<file path="config.mk">
export PLATFORM = sky130hd
export DESIGN_NAME = irq_subsystem_top
export DESIGN_NICKNAME = d
export VERILOG_FILES = /design/src/irq_pkg.sv /design/src/axil_pkg.sv /design/src/irq_edge_sync.sv /design/src/axil_irq_regs.sv /design/src/rv32im_interrupts.sv /design/src/irq_subsystem_top.sv
export SDC_FILE = /design/constraint.sdc
export NUM_CORES = 1
export LEC_CHECK = 0
export ABC_AREA = 1
export BUFFER_PORTS_ARGS = -buffer_cell sky130_fd_sc_hd__buf_2
export CAP_MARGIN = 20
export CORE_ASPECT_RATIO = 1.25
export CORE_MARGIN = 1
export CORE_UTILIZATION = 60
export DETAILED_ROUTE_END_ITERATION = 16
export PLACE_DENSITY = 0.88
export SKIP_LAST_GASP = 1
export SLEW_MARGIN = 30
export SYNTH_ARGS = -nofsm -noshare
export SYNTH_HDL_FRONTEND = slang
export SYNTH_HIERARCHICAL = 1
export SYNTH_SLANG_ARGS = --single-unit
</file>
<file path="constraint.sdc">
create_clock -name clk_i -period 3.3 [get_ports clk_i]
set_input_delay 0.33 -clock clk_i [delete_from_list [all_inputs] [get_ports clk_i]]
set_output_delay 0.33 -clock clk_i [all_outputs]
set_load 0.05 [all_outputs]
</file>
<file path="src/irq_pkg.sv">
`default_nettype none

package irq_pkg;

  // number of external interrupt lines
  localparam int INT_VECT_LEN = 8;

  // width of a line index
  localparam int OFFSET_LEN = $clog2(INT_VECT_LEN);

  // core address and data width
  localparam int XLEN = 32;

  // one bit per interrupt line
  typedef logic [INT_VECT_LEN-1:0] irq_vec_t;

  // binary line number
  typedef logic [OFFSET_LEN-1:0] irq_idx_t;

  // trap and vector base addresses
  typedef logic [XLEN-1:0] xaddr_t;

  // controller handshake with the core
  // encoding is visible to software through the active register
  typedef enum logic [1:0] {
    IRQ_IDLE    = 2'b00,
    IRQ_PENDING = 2'b01,
    IRQ_TAKEN   = 2'b10
  } irq_state_e;

endpackage

`default_nettype wire

</file>
<file path="src/axil_pkg.sv">
`default_nettype none

package axil_pkg;

  // register port address width
  localparam int AXIL_AW = 4;

  // register port data width
  localparam int AXIL_DW = 32;

  typedef logic [AXIL_AW-1:0] axil_addr_t;
  typedef logic [AXIL_DW-1:0] axil_data_t;
  typedef logic [AXIL_DW/8-1:0] axil_strb_t;
  typedef logic [1:0] axil_resp_t;

  // response codes
  localparam axil_resp_t RESP_OKAY   = 2'b00;
  localparam axil_resp_t RESP_SLVERR = 2'b10;

  // register map
  localparam axil_addr_t REG_MASK    = 4'h0;
  localparam axil_addr_t REG_PENDING = 4'h4;
  localparam axil_addr_t REG_VBASE   = 4'h8;
  localparam axil_addr_t REG_ACTIVE  = 4'hC;

  // master to slave channels
  typedef struct packed {
    axil_addr_t addr;
    logic       valid;
  } axil_aw_t;

  typedef struct packed {
    axil_data_t data;
    axil_strb_t strb;
    logic       valid;
  } axil_w_t;

  typedef struct packed {
    axil_addr_t addr;
    logic       valid;
  } axil_ar_t;

  typedef struct packed {
    axil_aw_t aw;
    axil_w_t  w;
    axil_ar_t ar;
    logic     bready;
    logic     rready;
  } axil_req_t;

  // slave to master
  typedef struct packed {
    logic       awready;
    logic       wready;
    axil_resp_t bresp;
    logic       bvalid;
    logic       arready;
    axil_data_t rdata;
    axil_resp_t rresp;
    logic       rvalid;
  } axil_rsp_t;

endpackage

`default_nettype wire

</file>
<file path="src/irq_edge_sync.sv">
`default_nettype none

module irq_edge_sync (
  input  wire               clk_i,
  input  wire               reset_i,
  input  wire irq_pkg::irq_vec_t irq_lines_i,
  output irq_pkg::irq_vec_t irq_rise_o
);

  // two stage synchronizer
  irq_pkg::irq_vec_t sync_meta_q;
  irq_pkg::irq_vec_t sync_q;

  // last synchronized value for edge detect
  irq_pkg::irq_vec_t prev_q;

  // registered rise pulses
  irq_pkg::irq_vec_t rise_q;

  always_ff @(posedge clk_i) begin
    if (reset_i) begin
      sync_meta_q <= '0;
      sync_q      <= '0;
      prev_q      <= '0;
      rise_q      <= '0;
    end else begin
      sync_meta_q <= irq_lines_i;
      sync_q      <= sync_meta_q;
      prev_q      <= sync_q;
      // one pulse per low to high transition
      rise_q      <= sync_q & ~prev_q;
    end
  end

  assign irq_rise_o = rise_q;

endmodule

`default_nettype wire

</file>
<file path="src/axil_irq_regs.sv">
`default_nettype none

module axil_irq_regs (
  input  wire                         clk_i,
  input  wire                         reset_i,
  input  wire axil_pkg::axil_req_t    axil_req_i,
  output axil_pkg::axil_rsp_t         axil_rsp_o,
  input  wire irq_pkg::irq_vec_t      pending_i,
  input  wire irq_pkg::irq_vec_t      active_i,
  input  wire irq_pkg::irq_state_e    state_i,
  output irq_pkg::irq_vec_t           irq_mask_o,
  output irq_pkg::xaddr_t             vector_base_o
);

  // configuration registers
  irq_pkg::irq_vec_t mask_q;
  irq_pkg::xaddr_t   vbase_q;

  // write channel
  logic                 wr_ready_q;
  logic                 bvalid_q;
  axil_pkg::axil_resp_t bresp_q;
  logic                 wr_fire;
  logic                 wr_err;

  // read channel
  logic                 arready_q;
  logic                 rvalid_q;
  axil_pkg::axil_data_t rdata_q;
  axil_pkg::axil_resp_t rresp_q;
  logic                 rd_fire;
  logic                 rd_err;
  axil_pkg::axil_data_t rd_data;

  // merge new data into old value under the byte strobes
  function automatic axil_pkg::axil_data_t apply_strb(
    input axil_pkg::axil_data_t old_val,
    input axil_pkg::axil_data_t new_val,
    input axil_pkg::axil_strb_t strb
  );
    axil_pkg::axil_data_t result;
    result = old_val;
    for (int b = 0; b < axil_pkg::AXIL_DW / 8; b++) begin
      if (strb[b]) begin
        result[8*b +: 8] = new_val[8*b +: 8];
      end
    end
    return result;
  endfunction

  // aw and w are taken together in one cycle
  assign wr_fire = wr_ready_q && axil_req_i.aw.valid && axil_req_i.w.valid;
  assign rd_fire = arready_q && axil_req_i.ar.valid;

  always_comb begin
    case (axil_req_i.aw.addr)
      axil_pkg::REG_MASK,
      axil_pkg::REG_PENDING,
      axil_pkg::REG_VBASE,
      axil_pkg::REG_ACTIVE: wr_err = 1'b0;
      default:              wr_err = 1'b1;
    endcase
  end

  // status is sampled in the handshake cycle
  always_comb begin
    rd_data = '0;
    rd_err  = 1'b0;
    case (axil_req_i.ar.addr)
      axil_pkg::REG_MASK:    rd_data = axil_pkg::axil_data_t'(mask_q);
      axil_pkg::REG_PENDING: rd_data = axil_pkg::axil_data_t'(pending_i);
      axil_pkg::REG_VBASE:   rd_data = axil_pkg::axil_data_t'(vbase_q);
      // state in the bits above the one-hot active line
      axil_pkg::REG_ACTIVE:  rd_data = axil_pkg::axil_data_t'({state_i, active_i});
      default:               rd_err  = 1'b1;
    endcase
  end

  always_ff @(posedge clk_i) begin
    if (reset_i) begin
      wr_ready_q <= 1'b0;
      bvalid_q   <= 1'b0;
      mask_q     <= '0;
      vbase_q    <= '0;
    end else begin
      // single cycle ready, blocked while a response is held
      wr_ready_q <= axil_req_i.aw.valid && axil_req_i.w.valid &&
                    !bvalid_q && !wr_ready_q;
      if (wr_fire) begin
        bvalid_q <= 1'b1;
        case (axil_req_i.aw.addr)
          axil_pkg::REG_MASK: begin
            mask_q <= irq_pkg::irq_vec_t'(apply_strb(axil_pkg::axil_data_t'(mask_q),
                                                     axil_req_i.w.data,
                                                     axil_req_i.w.strb));
          end
          axil_pkg::REG_VBASE: begin
            // word aligned base
            vbase_q <= irq_pkg::xaddr_t'(apply_strb(axil_pkg::axil_data_t'(vbase_q),
                                                    axil_req_i.w.data,
                                                    axil_req_i.w.strb)) & ~32'h3;
          end
          default: ;
        endcase
      end else if (bvalid_q && axil_req_i.bready) begin
        bvalid_q <= 1'b0;
      end
    end
  end

  always_ff @(posedge clk_i) begin
    if (wr_fire) begin
      bresp_q <= wr_err ? axil_pkg::RESP_SLVERR : axil_pkg::RESP_OKAY;
    end
  end

  always_ff @(posedge clk_i) begin
    if (reset_i) begin
      arready_q <= 1'b0;
      rvalid_q  <= 1'b0;
    end else begin
      arready_q <= axil_req_i.ar.valid && !rvalid_q && !arready_q;
      if (rd_fire) begin
        rvalid_q <= 1'b1;
      end else if (rvalid_q && axil_req_i.rready) begin
        rvalid_q <= 1'b0;
      end
    end
  end

  always_ff @(posedge clk_i) begin
    if (rd_fire) begin
      rdata_q <= rd_data;
      rresp_q <= rd_err ? axil_pkg::RESP_SLVERR : axil_pkg::RESP_OKAY;
    end
  end

  assign axil_rsp_o.awready = wr_ready_q;
  assign axil_rsp_o.wready  = wr_ready_q;
  assign axil_rsp_o.bresp   = bresp_q;
  assign axil_rsp_o.bvalid  = bvalid_q;
  assign axil_rsp_o.arready = arready_q;
  assign axil_rsp_o.rdata   = rdata_q;
  assign axil_rsp_o.rresp   = rresp_q;
  assign axil_rsp_o.rvalid  = rvalid_q;

  assign irq_mask_o    = mask_q;
  assign vector_base_o = vbase_q;

endmodule

`default_nettype wire

</file>
<file path="src/rv32im_interrupts.sv">
`default_nettype none

module rv32im_interrupts (
  input  wire                      clk_i,
  input  wire                      reset_i,
  input  wire irq_pkg::irq_vec_t   irq_rise_i,
  input  wire irq_pkg::irq_vec_t   irq_mask_i,
  input  wire irq_pkg::xaddr_t     vector_base_i,
  input  wire                      irq_advance_i,
  input  wire                      irq_clear_i,
  output irq_pkg::irq_vec_t        pending_o,
  output irq_pkg::irq_vec_t        active_o,
  output irq_pkg::irq_state_e      state_o,
  output logic                     irq_request_o,
  output irq_pkg::xaddr_t          trap_pc_o
);

  irq_pkg::irq_state_e state_q;
  irq_pkg::irq_vec_t   pending_q;
  irq_pkg::irq_vec_t   active_q;
  irq_pkg::xaddr_t     trap_pc_q;

  irq_pkg::irq_vec_t   masked_rise;
  irq_pkg::irq_vec_t   lowest;
  irq_pkg::irq_idx_t   active_idx;
  irq_pkg::xaddr_t     trap_offset;
  logic                clear_fire;

  // mask only gates new edges
  assign masked_rise = irq_rise_i & irq_mask_i;
  assign clear_fire  = (state_q == irq_pkg::IRQ_TAKEN) && irq_clear_i;

  // a new edge in the clear cycle keeps the bit set
  always_ff @(posedge clk_i) begin
    if (reset_i) begin
      pending_q <= '0;
    end else if (clear_fire) begin
      pending_q <= (pending_q & ~active_q) | masked_rise;
    end else begin
      pending_q <= pending_q | masked_rise;
    end
  end

  // lowest set bit wins
  assign lowest[0] = pending_q[0];
  for (genvar i = 1; i < irq_pkg::INT_VECT_LEN; i++) begin : g_prio
    assign lowest[i] = pending_q[i] && !(|pending_q[i-1:0]);
  end

  // one-hot active line to binary index
  always_comb begin
    active_idx = '0;
    for (int j = 0; j < irq_pkg::INT_VECT_LEN; j++) begin
      if (active_q[j]) begin
        active_idx = irq_pkg::irq_idx_t'(j);
      end
    end
  end

  // one word per vector slot
  assign trap_offset = irq_pkg::xaddr_t'(active_idx) << 2;

  always_ff @(posedge clk_i) begin
    if (reset_i) begin
      state_q  <= irq_pkg::IRQ_IDLE;
      active_q <= '0;
    end else begin
      case (state_q)
        irq_pkg::IRQ_IDLE: begin
          if (lowest != '0) begin
            active_q <= lowest;
            state_q  <= irq_pkg::IRQ_PENDING;
          end
        end
        irq_pkg::IRQ_PENDING: begin
          if (irq_advance_i) begin
            state_q <= irq_pkg::IRQ_TAKEN;
          end
        end
        irq_pkg::IRQ_TAKEN: begin
          if (irq_clear_i) begin
            active_q <= '0;
            state_q  <= irq_pkg::IRQ_IDLE;
          end
        end
        default: begin
          state_q <= irq_pkg::IRQ_IDLE;
        end
      endcase
    end
  end

  // trap address captured when the core takes the interrupt
  always_ff @(posedge clk_i) begin
    if ((state_q == irq_pkg::IRQ_PENDING) && irq_advance_i) begin
      trap_pc_q <= vector_base_i + trap_offset;
    end
  end

  assign irq_request_o = (state_q == irq_pkg::IRQ_PENDING);
  assign pending_o     = pending_q;
  assign active_o      = active_q;
  assign state_o       = state_q;
  assign trap_pc_o     = trap_pc_q;

endmodule

`default_nettype wire

</file>
<file path="src/irq_subsystem_top.sv">
`default_nettype none

module irq_subsystem_top (
  input  wire                          clk_i,
  input  wire                          reset_i,
  input  wire irq_pkg::irq_vec_t       irq_lines_i,
  input  wire axil_pkg::axil_req_t     axil_req_i,
  output wire axil_pkg::axil_rsp_t     axil_rsp_o,
  input  wire                          irq_advance_i,
  input  wire                          irq_clear_i,
  output wire                          irq_request_o,
  output wire irq_pkg::xaddr_t         trap_pc_o,
  output wire irq_pkg::irq_state_e     irq_state_o
);

  wire irq_pkg::irq_vec_t   irq_rise;
  wire irq_pkg::irq_vec_t   irq_mask;
  wire irq_pkg::xaddr_t     vector_base;
  wire irq_pkg::irq_vec_t   pending;
  wire irq_pkg::irq_vec_t   active;
  wire irq_pkg::irq_state_e state;

  // external lines into the clock domain
  irq_edge_sync u_edge_sync (
    .clk_i       (clk_i),
    .reset_i     (reset_i),
    .irq_lines_i (irq_lines_i),
    .irq_rise_o  (irq_rise)
  );

  // software register port
  axil_irq_regs u_regs (
    .clk_i         (clk_i),
    .reset_i       (reset_i),
    .axil_req_i    (axil_req_i),
    .axil_rsp_o    (axil_rsp_o),
    .pending_i     (pending),
    .active_i      (active),
    .state_i       (state),
    .irq_mask_o    (irq_mask),
    .vector_base_o (vector_base)
  );

  rv32im_interrupts u_ctrl (
    .clk_i         (clk_i),
    .reset_i       (reset_i),
    .irq_rise_i    (irq_rise),
    .irq_mask_i    (irq_mask),
    .vector_base_i (vector_base),
    .irq_advance_i (irq_advance_i),
    .irq_clear_i   (irq_clear_i),
    .pending_o     (pending),
    .active_o      (active),
    .state_o       (state),
    .irq_request_o (irq_request_o),
    .trap_pc_o     (trap_pc_o)
  );

  assign irq_state_o = state;

endmodule

`default_nettype wire

</file>
==> flow_summary_export.csv, run 1 <==
group,metric,value,unit
outcome,run_status,"complete, but fails checks",
outcome,failing_checks,"design-rule violations",
cells_and_area,nNetsFinal,1067,
placed_design,post-dp-hpwl,12500,microns
placed_design,port_buffers,134,
clocking,clk_pin_slew,0.06,ns
cells_and_area,stdcell_area,8450,sq um
sta,maximum_clock_skew_at_final_layout,0.00810,ns
global_route,grt_max_degree,40,
pwr,power.share.switching,0.225,
sta,hold_viol_final,0,
global_route,globalRouteOverflowTotal,0,
cells_and_area,utilization,0.731,
logic_synthesis,syn_area,7120,sq um
sta,timing.final.max_slew_violations,0,
clocking,post_cts_buffers,0,
clocking,cts_tree,"done",
clocking,ctsRootBufferMaster,"sky130_fd_sc_hd__clkbuf_16",
logic_synthesis,syn_area_per_cell,8.20,sq um
clocking,deepest_clock_path_buffer_count,2,
hold_path,hp-class,"in -> reg",
cells_and_area,syn_to_final_growth,18.8,%
pwr,vdd.ir_drop.worst,0.414,mV
pwr,power.internal,0.00332,W
sta,rsz0062_at_grt,"no",
global_route,antenna_found_initial,0,
route,num_vias,5958,
pwr,p_per_area,507,nW/um^2
global_route,grt_pass1_vias,5643,
cells_and_area,register_area,3820,sq um
route,route.top_layer_used,"met4",
worst_setup_path,worst_reg_to_reg_setup_slack,0.87,ns
logic_synthesis,ys.warnings.count,6,
sta,relSlewSlack,0.383,
logic_synthesis,syn_inst,868,
cells_and_area,layout_cell_share_with_drive_strength_beyond_1,0.209,
route,drt-initial-drc-count,309,
clocking,cts_hold_buf,0,
floorplanning,design.core.area,11600,sq um
logic_synthesis,synth.largest_area_cell,"sky130_fd_sc_hd__edfxtp_1",
pwr,clkPwrFrac,0.467,
route,m1WireLength,6430,microns
route,met2_wirelength,9160,microns
sta,setup_viol,0,
floorplanning,ioPinCount,137,
placed_design,gp_congestion,0.972,
clocking,clock_latency,0.42,ns
route,met3WireLength,865,microns
logic_synthesis,postSynthRegisterBits,158,
global_route,grt_pass1_wl,27000,microns
floorplanning,die_height,124,microns
route,first_pass_iters,11,
global_route,grt_usage,0.293,
worst_setup_path,cp_data_required_time,3.46,ns
floorplanning,row_count,44,
worst_setup_path,worst_setup_path_start_kind,"register",
logic_synthesis,seq_area_frac_synth,0.537,
floorplanning,design.die.area,12300,sq um
clocking,maximum_level_of_the_cts_h_tree,4,
run,drv.max_cap_violation_count,0,
sta,period_share,0.735,
floorplanning,die_width,99.4,microns
pwr,p_leak,3.83,nW
worst_setup_path,worst_ep_arrival_time,2.58,ns
pwr,switching_power,0.000964,W
route,route.detailed.drc,1,
logic_synthesis,synth_top_cell_area_share,0.278,
placed_design,placed_area,7850,sq um
worst_setup_path,setup.worst_path.end_class,"register",
worst_setup_path,timing.setup.critical_path_class,"reg -> reg",
clocking,cts_inserted_buffers,17,
route,drt_wl_total,17200,microns
cells_and_area,diodes,0,
floorplanning,initial_core_util,0.616,
route,vias_per_cell,5.17,
route,ant_nets,0,
sta,maxClockFrequency,0.412,GHz
sta,worst-slew-pin-transition,0.922,ns
cells_and_area,n_fill_cell,893,
cells_and_area,footprint_of_the_multi_input_gates,2610,sq um
route,drt-wirelength-per-cell,14.9,microns
sta,setup_total_negative_slack,0,ns
sta,post-route-min-period,2.43,ns
clocking,cts_num_sinks,158,
logic_synthesis,yosys.cell_types.count,37,
pwr,sequentialPowerShare,0.482,
worst_setup_path,critical_path_peak_fanout,5,
logic_synthesis,post_synth_main_area_contributors,"sky130_fd_sc_hd__edfxtp_1 28%, sky130_fd_sc_hd__dfxtp_1 26%, sky130_fd_sc_hd__nand2_1 9.4%, sky130_fd_sc_hd__nor2_1 9.0%, sky130_fd_sc_hd__inv_1 7.3%",
pwr,power.combinational.fraction,0.051,
clocking,post_cts.resized_instances,0,
[placed cells by master, fill, tap and decap left out, types with 3 or more instances in the layout]
cell type / synthesis / routed
sky130_fd_sc_hd__nand3b_1: 10 / 10
sky130_fd_sc_hd__inv_1: 138 / 137
sky130_fd_sc_hd__nor3_1: 8 / 8
sky130_fd_sc_hd__nand3_1: 58 / 58
sky130_fd_sc_hd__nor2_1: 170 / 169
sky130_fd_sc_hd__nor2_2: 14 / 14
sky130_fd_sc_hd__nand2_1: 178 / 178
sky130_fd_sc_hd__clkbuf_16: 0 / 17
sky130_fd_sc_hd__inv_2: 2 / 3
sky130_fd_sc_hd__nor2_4: 8 / 9
sky130_fd_sc_hd__dfxtp_1: 92 / 92
sky130_fd_sc_hd__edfxtp_1: 66 / 66
sky130_fd_sc_hd__conb_1: 1 / 4
sky130_fd_sc_hd__nand4_1: 30 / 30
sky130_fd_sc_hd__bufinv_16: 0 / 3
sky130_fd_sc_hd__inv_6: 0 / 4
sky130_fd_sc_hd__buf_4: 10 / 4
sky130_fd_sc_hd__ha_1: 3 / 3
sky130_fd_sc_hd__nand2_2: 6 / 6
sky130_fd_sc_hd__o21ai_0: 11 / 11
sky130_fd_sc_hd__xor2_1: 15 / 15
sky130_fd_sc_hd__buf_2: 6 / 134
sky130_fd_sc_hd__a21oi_1: 15 / 15
[worst paths after layout]
path,startpoint,end,cells past startpoint
setup / recovery,u_ctrl/active_o[2],u_ctrl/trap_pc_o[18],12
hold / removal,irq_lines_i[3],u_edge_sync/sync_meta_q[3],3
setup reg to reg,u_ctrl/active_o[2],u_ctrl/trap_pc_o[18],12
hold reg to reg,u_edge_sync/prev_q[0],u_edge_sync/irq_rise_o[0],1
[through the flow]
stage	total power, W	cells	hold WS (ns)	worst slack, ns
4_1_cts	0.00432	1153	0.101	0.914
3_5_place_dp	0.00232	1121	0.378	0.943
2_1_floorplan	0.00225	871	0.368	0.464
6_report	0.00429	1153	0.112	0.874
5_1_grt	0.00443	1153	0.104	0.702
3_3_place_gp	0.00232	1121	0.371	0.986
[worst max-delay path, stage by stage, from the launching register on]
cell                      delay [ns]
sky130_fd_sc_hd__dfxtp_1        0.42
sky130_fd_sc_hd__o21ai_0        0.14
sky130_fd_sc_hd__a21oi_1        0.15
sky130_fd_sc_hd__o21ai_0        0.10
sky130_fd_sc_hd__ha_1           0.22
sky130_fd_sc_hd__fa_1           0.43
sky130_fd_sc_hd__nand2_1        0.09
sky130_fd_sc_hd__nand2_1        0.06
sky130_fd_sc_hd__nand2_1        0.14
sky130_fd_sc_hd__inv_1          0.09
sky130_fd_sc_hd__nand2_1        0.13
sky130_fd_sc_hd__nor2_1         0.06
sky130_fd_sc_hd__xor2_1         0.13
[per-layer routing]
| layer | up-vias | track usage |
|---|---|---|
| met5 | - | 0 |
| met4 | 0 | 0.142 |
| met3 | 46 | 0.0606 |
| met2 | 219 | 0.545 |
| met1 | 2715 | 0.316 |
| li1 | 2978 | - |
[power by group through the flow]
stage / logic (W) / registers (W) / clock network [W]
floorplan: 0.000117 / 0.00213 / 0
global placement: 0.000214 / 0.00211 / 0
detailed placement: 0.000217 / 0.00211 / 0
CTS: 0.000219 / 0.00206 / 0.00203
global route: 0.000241 / 0.00207 / 0.00212
finish: 0.000219 / 0.00206 / 0.00200
[registers in the layout, summed over array words and instances, names as in the netlist, 2 cells and up]
| signal | count |
|---|---|
| u_edge_sync/sync_q | 8 |
| u_regs/vector_base_o | 30 |
| u_ctrl/state_o | 2 |
| u_edge_sync/sync_meta_q | 8 |
| u_regs/irq_mask_o | 8 |
| u_regs/rdata_q | 32 |
| u_ctrl/active_o | 8 |
| u_edge_sync/prev_q | 8 |
| u_ctrl/pending_o | 8 |
| u_edge_sync/irq_rise_o | 8 |
| u_ctrl/trap_pc_o | 32 |
[cell families after synthesis]
| kind of cell | count (synthesis) | share of synthesized area |
|---|---|---|
| compound gates | 27 | 0.0195 |
| xor+xnor | 17 | 0.0220 |
| fa+ha+maj | 4 | 0.00809 |
| buf+inv | 169 | 0.0995 |
| flops | 158 | 0.537 |
| other cells | 1 | 0.000527 |
| simple gates | 492 | 0.313 |
[cell type report]
cell class                      instances  share of cell area
Clock buffer                           18              0.0508
Clock inverter                         14              0.0213
Inverter                              143              0.0642
Multi-Input combinational cell        544               0.308
Sequential cell                       158               0.452
Tap cell                              138              0.0204
Timing Repair Buffer                  138              0.0829
[cells in the mapped netlist]
cell type,n
sky130_fd_sc_hd__clkbuf_1,4
sky130_fd_sc_hd__xor2_1,15
sky130_fd_sc_hd__nand2_4,1
sky130_fd_sc_hd__buf_6,3
sky130_fd_sc_hd__inv_1,138
sky130_fd_sc_hd__nand2_2,6
sky130_fd_sc_hd__nor2_8,1
sky130_fd_sc_hd__fa_1,1
sky130_fd_sc_hd__buf_2,6
sky130_fd_sc_hd__nor3b_1,1
sky130_fd_sc_hd__inv_2,2
sky130_fd_sc_hd__nand2_1,178
sky130_fd_sc_hd__buf_4,10
sky130_fd_sc_hd__xor2_2,1
sky130_fd_sc_hd__inv_4,2
sky130_fd_sc_hd__nor2_4,8
sky130_fd_sc_hd__nor4_1,1
sky130_fd_sc_hd__or2_4,1
sky130_fd_sc_hd__edfxtp_1,66
sky130_fd_sc_hd__o21ai_0,11
sky130_fd_sc_hd__nor2_1,170
sky130_fd_sc_hd__xnor2_1,1
sky130_fd_sc_hd__conb_1,1
sky130_fd_sc_hd__clkinv_2,1
sky130_fd_sc_hd__nand3_1,58
sky130_fd_sc_hd__nor3_2,2
sky130_fd_sc_hd__buf_1,3
sky130_fd_sc_hd__nand3_4,2
sky130_fd_sc_hd__a21oi_1,15
sky130_fd_sc_hd__nand3b_1,10
sky130_fd_sc_hd__ha_1,3
sky130_fd_sc_hd__nor2_2,14
sky130_fd_sc_hd__or2_1,1
sky130_fd_sc_hd__nor3_1,8
sky130_fd_sc_hd__a21oi_2,1
sky130_fd_sc_hd__nand4_1,30
sky130_fd_sc_hd__dfxtp_1,92
Power figures use the tool's default switching activity.
==> run 2: changes to the inputs <==
CORE_UTILIZATION = 55   (was 60)
PLACE_DENSITY = 0.81   (was 0.88)
clock period = 2.4 ns   (was 3.3 ns; I/O delays follow)
==> run 2 against run 1 <==
  * The flow still finishes with violations (design-rule violations)
  * Hold slack lost 0.088 ns
  * Fmax increased by 11%
  * Flip-flop and latch count unchanged
  * Critical path depth up 2
  * Combinational power is 38% higher
  * Non-clock buffer count increased by 7
  * Global-route usage is 2.7 points lower
  * Cell area grew 0.62%
  * Wire length rose by 1.6%
  * Sequential power rose by 38%
  * Sequential share of layout area is 0.28 points lower
  * Cell count grew 3.2%
  * Critical endpoint is now u_ctrl/trap_pc_o[30]
  * Highest routed layer unchanged
==> flow_summary_export.csv, run 2 (same netlist as run 1, synthesis figures left out) <==
group,metric,value,unit
outcome,run_status,"complete, but fails checks",
outcome,failing_checks,"design-rule violations",
sta,timing.final.max_slew_violations,0,
placed_design,post-dp-hpwl,12900,microns
sta,setup_total_negative_slack,0,ns
clocking,cts_inserted_buffers,17,
clocking,ctsRootBufferMaster,"sky130_fd_sc_hd__clkbuf_16",
clocking,maximum_level_of_the_cts_h_tree,4,
floorplanning,row_count,46,
route,drt_wl_total,17400,microns
clocking,post_cts_buffers,0,
worst_setup_path,timing.critical_path.buf_inv,2,
pwr,vdd.ir_drop.worst,0.494,mV
floorplanning,design.die.area,13400,sq um
pwr,power.combinational.fraction,0.053,
route,first_pass_iters,10,
sta,post-route-min-period,2.18,ns
placed_design,gp_congestion,0.927,
placed_design,place_inst,1158,
global_route,grt_max_degree,40,
worst_setup_path,critPathMostFrequentCell,"sky130_fd_sc_hd__nand2_1",
global_route,grt_usage,0.265,
floorplanning,ioPinCount,137,
route,drt-initial-drc-count,319,
worst_setup_path,largest_stage_delay_on_the_critical_path,0.32,ns
sta,rsz0062_at_grt,"no",
placed_design,place_worst_setup_slack,0.105,ns
cells_and_area,layoutNonFillerInstCount,1190,
sta,maximum_clock_skew_at_final_layout,0.00585,ns
clocking,cts_num_sinks,158,
cells_and_area,nNetsFinal,1074,
sta,setup_viol,0,
global_route,grt_pass1_wl,27000,microns
pwr,clkPwrFrac,0.449,
worst_setup_path,timing.critical_path.slowest_stage_cell,"sky130_fd_sc_hd__dfxtp_1",
cells_and_area,syn_to_final_growth,19.5,%
pwr,sequentialPowerShare,0.498,
worst_setup_path,largest_delay_contributor_family_on_the_critical_path,"simple AND/OR/NAND/NOR gates",
worst_setup_path,crit_chain,"inv_1 -> o21ai_0 -> a21oi_1 -> o21ai_1 -> ha_2 -> fa_2 -> nand2_1 -> nand2_1 -> nand2_2 -> buf_4 -> nor2_2 -> nand2_1 -> nand2_1 -> nand2_1",
cells_and_area,n_fill_cell,1109,
floorplanning,design.core.area,12700,sq um
clocking,cts_tree,"done",
route,drt-wirelength-per-cell,14.6,microns
clocking,clk_pin_slew,0.06,ns
clocking,deepest_clock_path_buffer_count,2,
run,drv.max_cap_violation_count,0,
worst_setup_path,worst_ep_arrival_time,2.35,ns
worst_setup_path,setup.worst_path.end_class,"register",
sta,hold_viol_final,0,
sta,worst-slew-pin-transition,0.557,ns
sta,whs,0.0235,ns
cells_and_area,diodes,0,
floorplanning,initial_core_util,0.562,
cells_and_area,mostFrequentLayoutCell,"sky130_fd_sc_hd__nand2_1",
global_route,antenna_found_initial,0,
pwr,power.share.switching,0.236,
sta,relSlewSlack,0.628,
sta,maxClockFrequency,0.459,GHz
worst_setup_path,worst_setup_path_start_kind,"register",
worst_setup_path,critical_path_peak_fanout,3,
clocking,clock_latency,0.41,ns
worst_setup_path,cp_data_required_time,2.57,ns
cells_and_area,layout_cell_share_with_drive_strength_beyond_1,0.219,
global_route,globalRouteOverflowTotal,0,
sta,post-route-worst-setup-slack,0.223,ns
route,num_vias,5957,
cells_and_area,layout.cells.most_common_list,"177 x sky130_fd_sc_hd__nand2_1, 168 x sky130_fd_sc_hd__nor2_1, 137 x sky130_fd_sc_hd__inv_1",
placed_design,port_buffers,134,
worst_setup_path,timing.setup.critical_path_class,"reg -> reg",
route,ant_nets,0,
pwr,p_per_area,670,nW/um^2
route,vias_per_cell,5.01,
cells_and_area,utilization,0.672,
floorplanning,die_width,104,microns
route,route.detailed.drc,1,
sta,period_share,0.907,
pwr,p_leak,3.82,nW
floorplanning,die_height,129,microns
hold_path,hp-class,"in -> reg",
pwr,power.internal,0.00436,W
pwr,switching_power,0.00134,W
global_route,grt_pass1_vias,5689,
clocking,cts_hold_buf,0,
[run 2: power by group through the flow]
stage               Clock [W]  Sequential (W)  Combinational [W]
floorplan                   0         0.00294           0.000162
global placement            0         0.00290           0.000294
detailed placement          0         0.00290           0.000298
CTS                   0.00261         0.00284           0.000300
global route          0.00273         0.00284           0.000329
finish                0.00256         0.00284           0.000302
[run 2: worst register-to-register path, stage by stage, from the launching register on]
cell                      delay, ns
sky130_fd_sc_hd__dfxtp_1       0.32
sky130_fd_sc_hd__inv_1         0.06
sky130_fd_sc_hd__o21ai_0       0.16
sky130_fd_sc_hd__a21oi_1       0.09
sky130_fd_sc_hd__o21ai_1       0.14
sky130_fd_sc_hd__ha_2          0.21
sky130_fd_sc_hd__fa_2          0.23
sky130_fd_sc_hd__nand2_1       0.06
sky130_fd_sc_hd__nand2_1       0.09
sky130_fd_sc_hd__nand2_2       0.08
sky130_fd_sc_hd__buf_4         0.16
sky130_fd_sc_hd__nor2_2        0.15
sky130_fd_sc_hd__nand2_1       0.07
sky130_fd_sc_hd__nand2_1       0.05
sky130_fd_sc_hd__nand2_1       0.05
[run 2: what timing repair did]
item | 4_1_cts | 5_1_grt
endpoints found under the setup margin | 0 | 5
gates resized for setup | 0 | 4
endpoints found under the hold margin | 0 | 0
[run 2: per-layer routing]
layer,wire length [microns],GRT usage,vias to the layer above
met2,9160,0.503,219
met3,875,0.0634,52
met1,6680,0.273,2701
li1,-,-,2985
met4,722,0.139,0
met5,0,0,-
[run 2: final cells by class]
type | count | area (sq um) | share of cell area
Tap cell | 168 | 210 | 0.0247
Multi-Input combinational cell | 544 | 2610 | 0.307
Sequential cell | 158 | 3820 | 0.449
Clock inverter | 14 | 134 | 0.0157
Inverter | 143 | 547 | 0.0643
Clock buffer | 18 | 429 | 0.0504
Timing Repair Buffer | 145 | 753 | 0.0885
[run 2: final timing paths]
| path | startpoint | endpoint | cells past startpoint | slack, ns |
|---|---|---|---|---|
| min reg2reg | u_edge_sync/prev_q[3] | u_edge_sync/irq_rise_o[3] | 1 | 0.38 |
| min | irq_lines_i[6] | u_edge_sync/sync_meta_q[6] | 3 | 0.02 |
| max reg2reg | u_ctrl/active_o[1] | u_ctrl/trap_pc_o[30] | 14 | 0.22 |
| max | u_ctrl/active_o[1] | u_ctrl/trap_pc_o[30] | 14 | 0.22 |
[run 2: per-stage QoR]
stage / instance area (sq um) / power (W)
final: 8510 / 0.00570
after global routing: 8510 / 0.00590
after CTS: 8500 / 0.00575
after detailed placement: 7940 / 0.00320
after global placement: 7940 / 0.00319
after floorplan: 7140 / 0.00310
==> run 3: changes to the inputs <==
--- a/config.mk
+++ b/config.mk
@@ -9,7 +9,9 @@
 export BUFFER_PORTS_ARGS = -buffer_cell sky130_fd_sc_hd__buf_2
 export CAP_MARGIN = 20
+export CELL_PAD_IN_SITES_DETAIL_PLACEMENT = 1
+export CELL_PAD_IN_SITES_GLOBAL_PLACEMENT = 2
 export CORE_ASPECT_RATIO = 1.25
 export CORE_MARGIN = 1
-export CORE_UTILIZATION = 55
+export CORE_UTILIZATION = 32
 export DETAILED_ROUTE_END_ITERATION = 16
 export PLACE_DENSITY = 0.81
==> constraint.sdc (replaced) <==
create_clock -name clk_i -period 2.4 [get_ports clk_i]
set_input_delay 0.24 -clock clk_i [delete_from_list [all_inputs] [get_ports clk_i]]
set_output_delay 0.24 -clock clk_i [all_outputs]
set_load 0.01 [all_outputs]
==> run 3 against run 2 <==
  * Wire length is 17% higher
  * The run now ends clean
  * Largest cell class unchanged
  * Via count is 0.76% lower
  * Highest routed layer unchanged
  * Largest power group unchanged
  * Cell count is 9.7% higher
  * Die area is 70% higher
==> flow_summary_export.csv, run 3 (same netlist as run 1, synthesis figures left out) <==
group,metric,value,unit
outcome,run_status,"complete, no violations",
placed_design,port_buffers,134,
clocking,clock_latency,0.43,ns
route,ant_nets,0,
global_route,antenna_found_initial,0,
floorplanning,ioPinCount,137,
global_route,grt_max_degree,35,
placed_design,post-dp-hpwl,15700,microns
sta,setup_total_negative_slack,0,ns
worst_setup_path,timing.setup.critical_path_class,"reg -> reg",
cells_and_area,syn_to_final_growth,22.7,%
cells_and_area,layout_cell_share_with_drive_strength_beyond_1,0.219,
clocking,cts_inserted_buffers,17,
clocking,ctsRootBufferMaster,"sky130_fd_sc_hd__clkbuf_16",
route,route.detailed.drc,0,
placed_design,gp_congestion,0.875,
floorplanning,row_count,60,
global_route,grt_pass1_vias,5962,
global_route,globalRouteMet2Util,0.355,
sta,setup_viol,0,
sta,post-route-min-period,2.23,ns
floorplanning,die_width,135,microns
clocking,post_cts_buffers,0,
floorplanning,die_height,169,microns
worst_setup_path,startpoint,"u_ctrl/active_o[1]",
clocking,cts_num_sinks,158,
sta,rsz0062_at_grt,"no",
worst_setup_path,regToRegStartpoint,"u_ctrl/active_o[1]",
route,drt_wl_total,20400,microns
worst_setup_path,critical_path_peak_fanout,3,
cells_and_area,diodes,0,
sta,relSlewSlack,0.554,
floorplanning,design.core.area,21700,sq um
pwr,p_per_area,660,nW/um^2
worst_setup_path,worst_setup_path_start_kind,"register",
floorplanning,design.die.area,22800,sq um
clocking,maximum_level_of_the_cts_h_tree,4,
sta,maximum_clock_skew_at_final_layout,0.00835,ns
global_route,global_route.peak_usage_layer,"met2",
sta,period_share,0.928,
placed_design,place_inst,1270,
global_route,met3_usage,0.0288,
global_route,grt_usage,0.188,
global_route,grt_pass1_wl,32000,microns
clocking,clk_pin_slew,0.07,ns
route,first_pass_iters,4,
route,vias_per_cell,4.53,
worst_setup_path,cp_data_required_time,2.57,ns
cells_and_area,mostFrequentLayoutCell,"sky130_fd_sc_hd__nand2_1",
worst_setup_path,worst_ep_arrival_time,2.40,ns
pwr,p_leak,3.87,nW
worst_setup_path,setup.worst_path.end_class,"register",
sta,timing.final.max_slew_violations,0,
route,drt-wirelength-per-cell,15.6,microns
route,num_vias,5912,
run,drv.max_cap_violation_count,0,
global_route,met1_usage,0.206,
worst_setup_path,worst_reg_to_reg_setup_slack,0.17,ns
cells_and_area,nNetsFinal,1079,
floorplanning,initial_core_util,0.328,
cells_and_area,layout.cells.most_common_list,"176 x sky130_fd_sc_hd__nand2_1, 169 x sky130_fd_sc_hd__nor2_1, 138 x sky130_fd_sc_hd__inv_1",
sta,hold_viol_final,0,
global_route,globalRouteOverflowTotal,0,
cells_and_area,layoutNonFillerInstCount,1306,
pwr,vdd.ir_drop.worst,0.533,mV
route,drt-initial-drc-count,256,
clocking,deepest_clock_path_buffer_count,2,
sta,worst-slew-pin-transition,0.668,ns
clocking,cts_tree,"done",
sta,whs,0.00845,ns
sta,maxClockFrequency,0.449,GHz
hold_path,worst_hold_startpoint,"irq_lines_i[4]",
hold_path,hp-class,"in -> reg",
## run 3: path summary, 6_finish.rpt
kind	endpoint	cells past startpoint
setup / recovery	u_ctrl/trap_pc_o[18]	13
hold / removal	u_edge_sync/sync_meta_q[4]	3
setup reg to reg	u_ctrl/trap_pc_o[18]	13
hold reg to reg	u_edge_sync/irq_rise_o[1]	1
## run 3: timing repair
item,in CTS,in global routing
hold buffers,4,0
endpoints found under the setup margin,0,9
endpoints found under the hold margin,4,0
gates resized for setup,0,8
## run 3: final cells by class
class	count	area, sq um
Clock buffer	17	425
Clock inverter	15	148
Fill cell	2672	13000
Inverter	143	543
Multi-Input combinational cell	544	2620
Sequential cell	158	3820
Tap cell	279	349
Timing Repair Buffer	150	826
## run 3: where the power goes
| group | switching [W] | total, W | internal (W) |
|---|---|---|---|
| Clock | 0.00119 | 0.00265 | 0.00146 |
| Sequential | 0.0000151 | 0.00284 | 0.00282 |
| Combinational | 0.000171 | 0.000270 | 0.0000990 |
| Total | 0.00138 | 0.00576 | 0.00438 |
## run 3: layer usage
metal | share of wire | vias to the layer above | wire (microns)
met5 | 0 | - | 0
met4 | 0.025 | 0 | 500
met3 | 0.028 | 29 | 569
met2 | 0.54 | 120 | 11000
met1 | 0.41 | 2770 | 8310
li1 | - | 2993 | -
## run 3: stage by stage
step | power, W | worst slack (ns) | util | cell area, sq um
finish | 0.00576 | 0.173 | 0.402 | 8730
global placement | 0.00316 | 0.111 | 0.373 | 8100
floorplan | 0.00305 | 0.285 | - | 7130
global route | 0.00597 | 0.00288 | 0.402 | 8730
CTS | 0.00584 | 0.0394 | 0.402 | 8710
detailed placement | 0.00317 | 0.0475 | 0.373 | 8100
## run 3: critical path, stage by stage (launching register included)
cell and delay [ns]:
sky130_fd_sc_hd__dfxtp_1 0.34, sky130_fd_sc_hd__inv_1 0.09, sky130_fd_sc_hd__o21ai_1 0.07, sky130_fd_sc_hd__a21oi_1 0.18
sky130_fd_sc_hd__o21ai_1 0.09, sky130_fd_sc_hd__ha_2 0.19, sky130_fd_sc_hd__fa_2 0.37, sky130_fd_sc_hd__nand2_1 0.08
sky130_fd_sc_hd__nand2_1 0.08, sky130_fd_sc_hd__nand2_1 0.11, sky130_fd_sc_hd__inv_1 0.09, sky130_fd_sc_hd__nand2_2 0.10
sky130_fd_sc_hd__nor2_1 0.06, sky130_fd_sc_hd__xor2_1 0.13
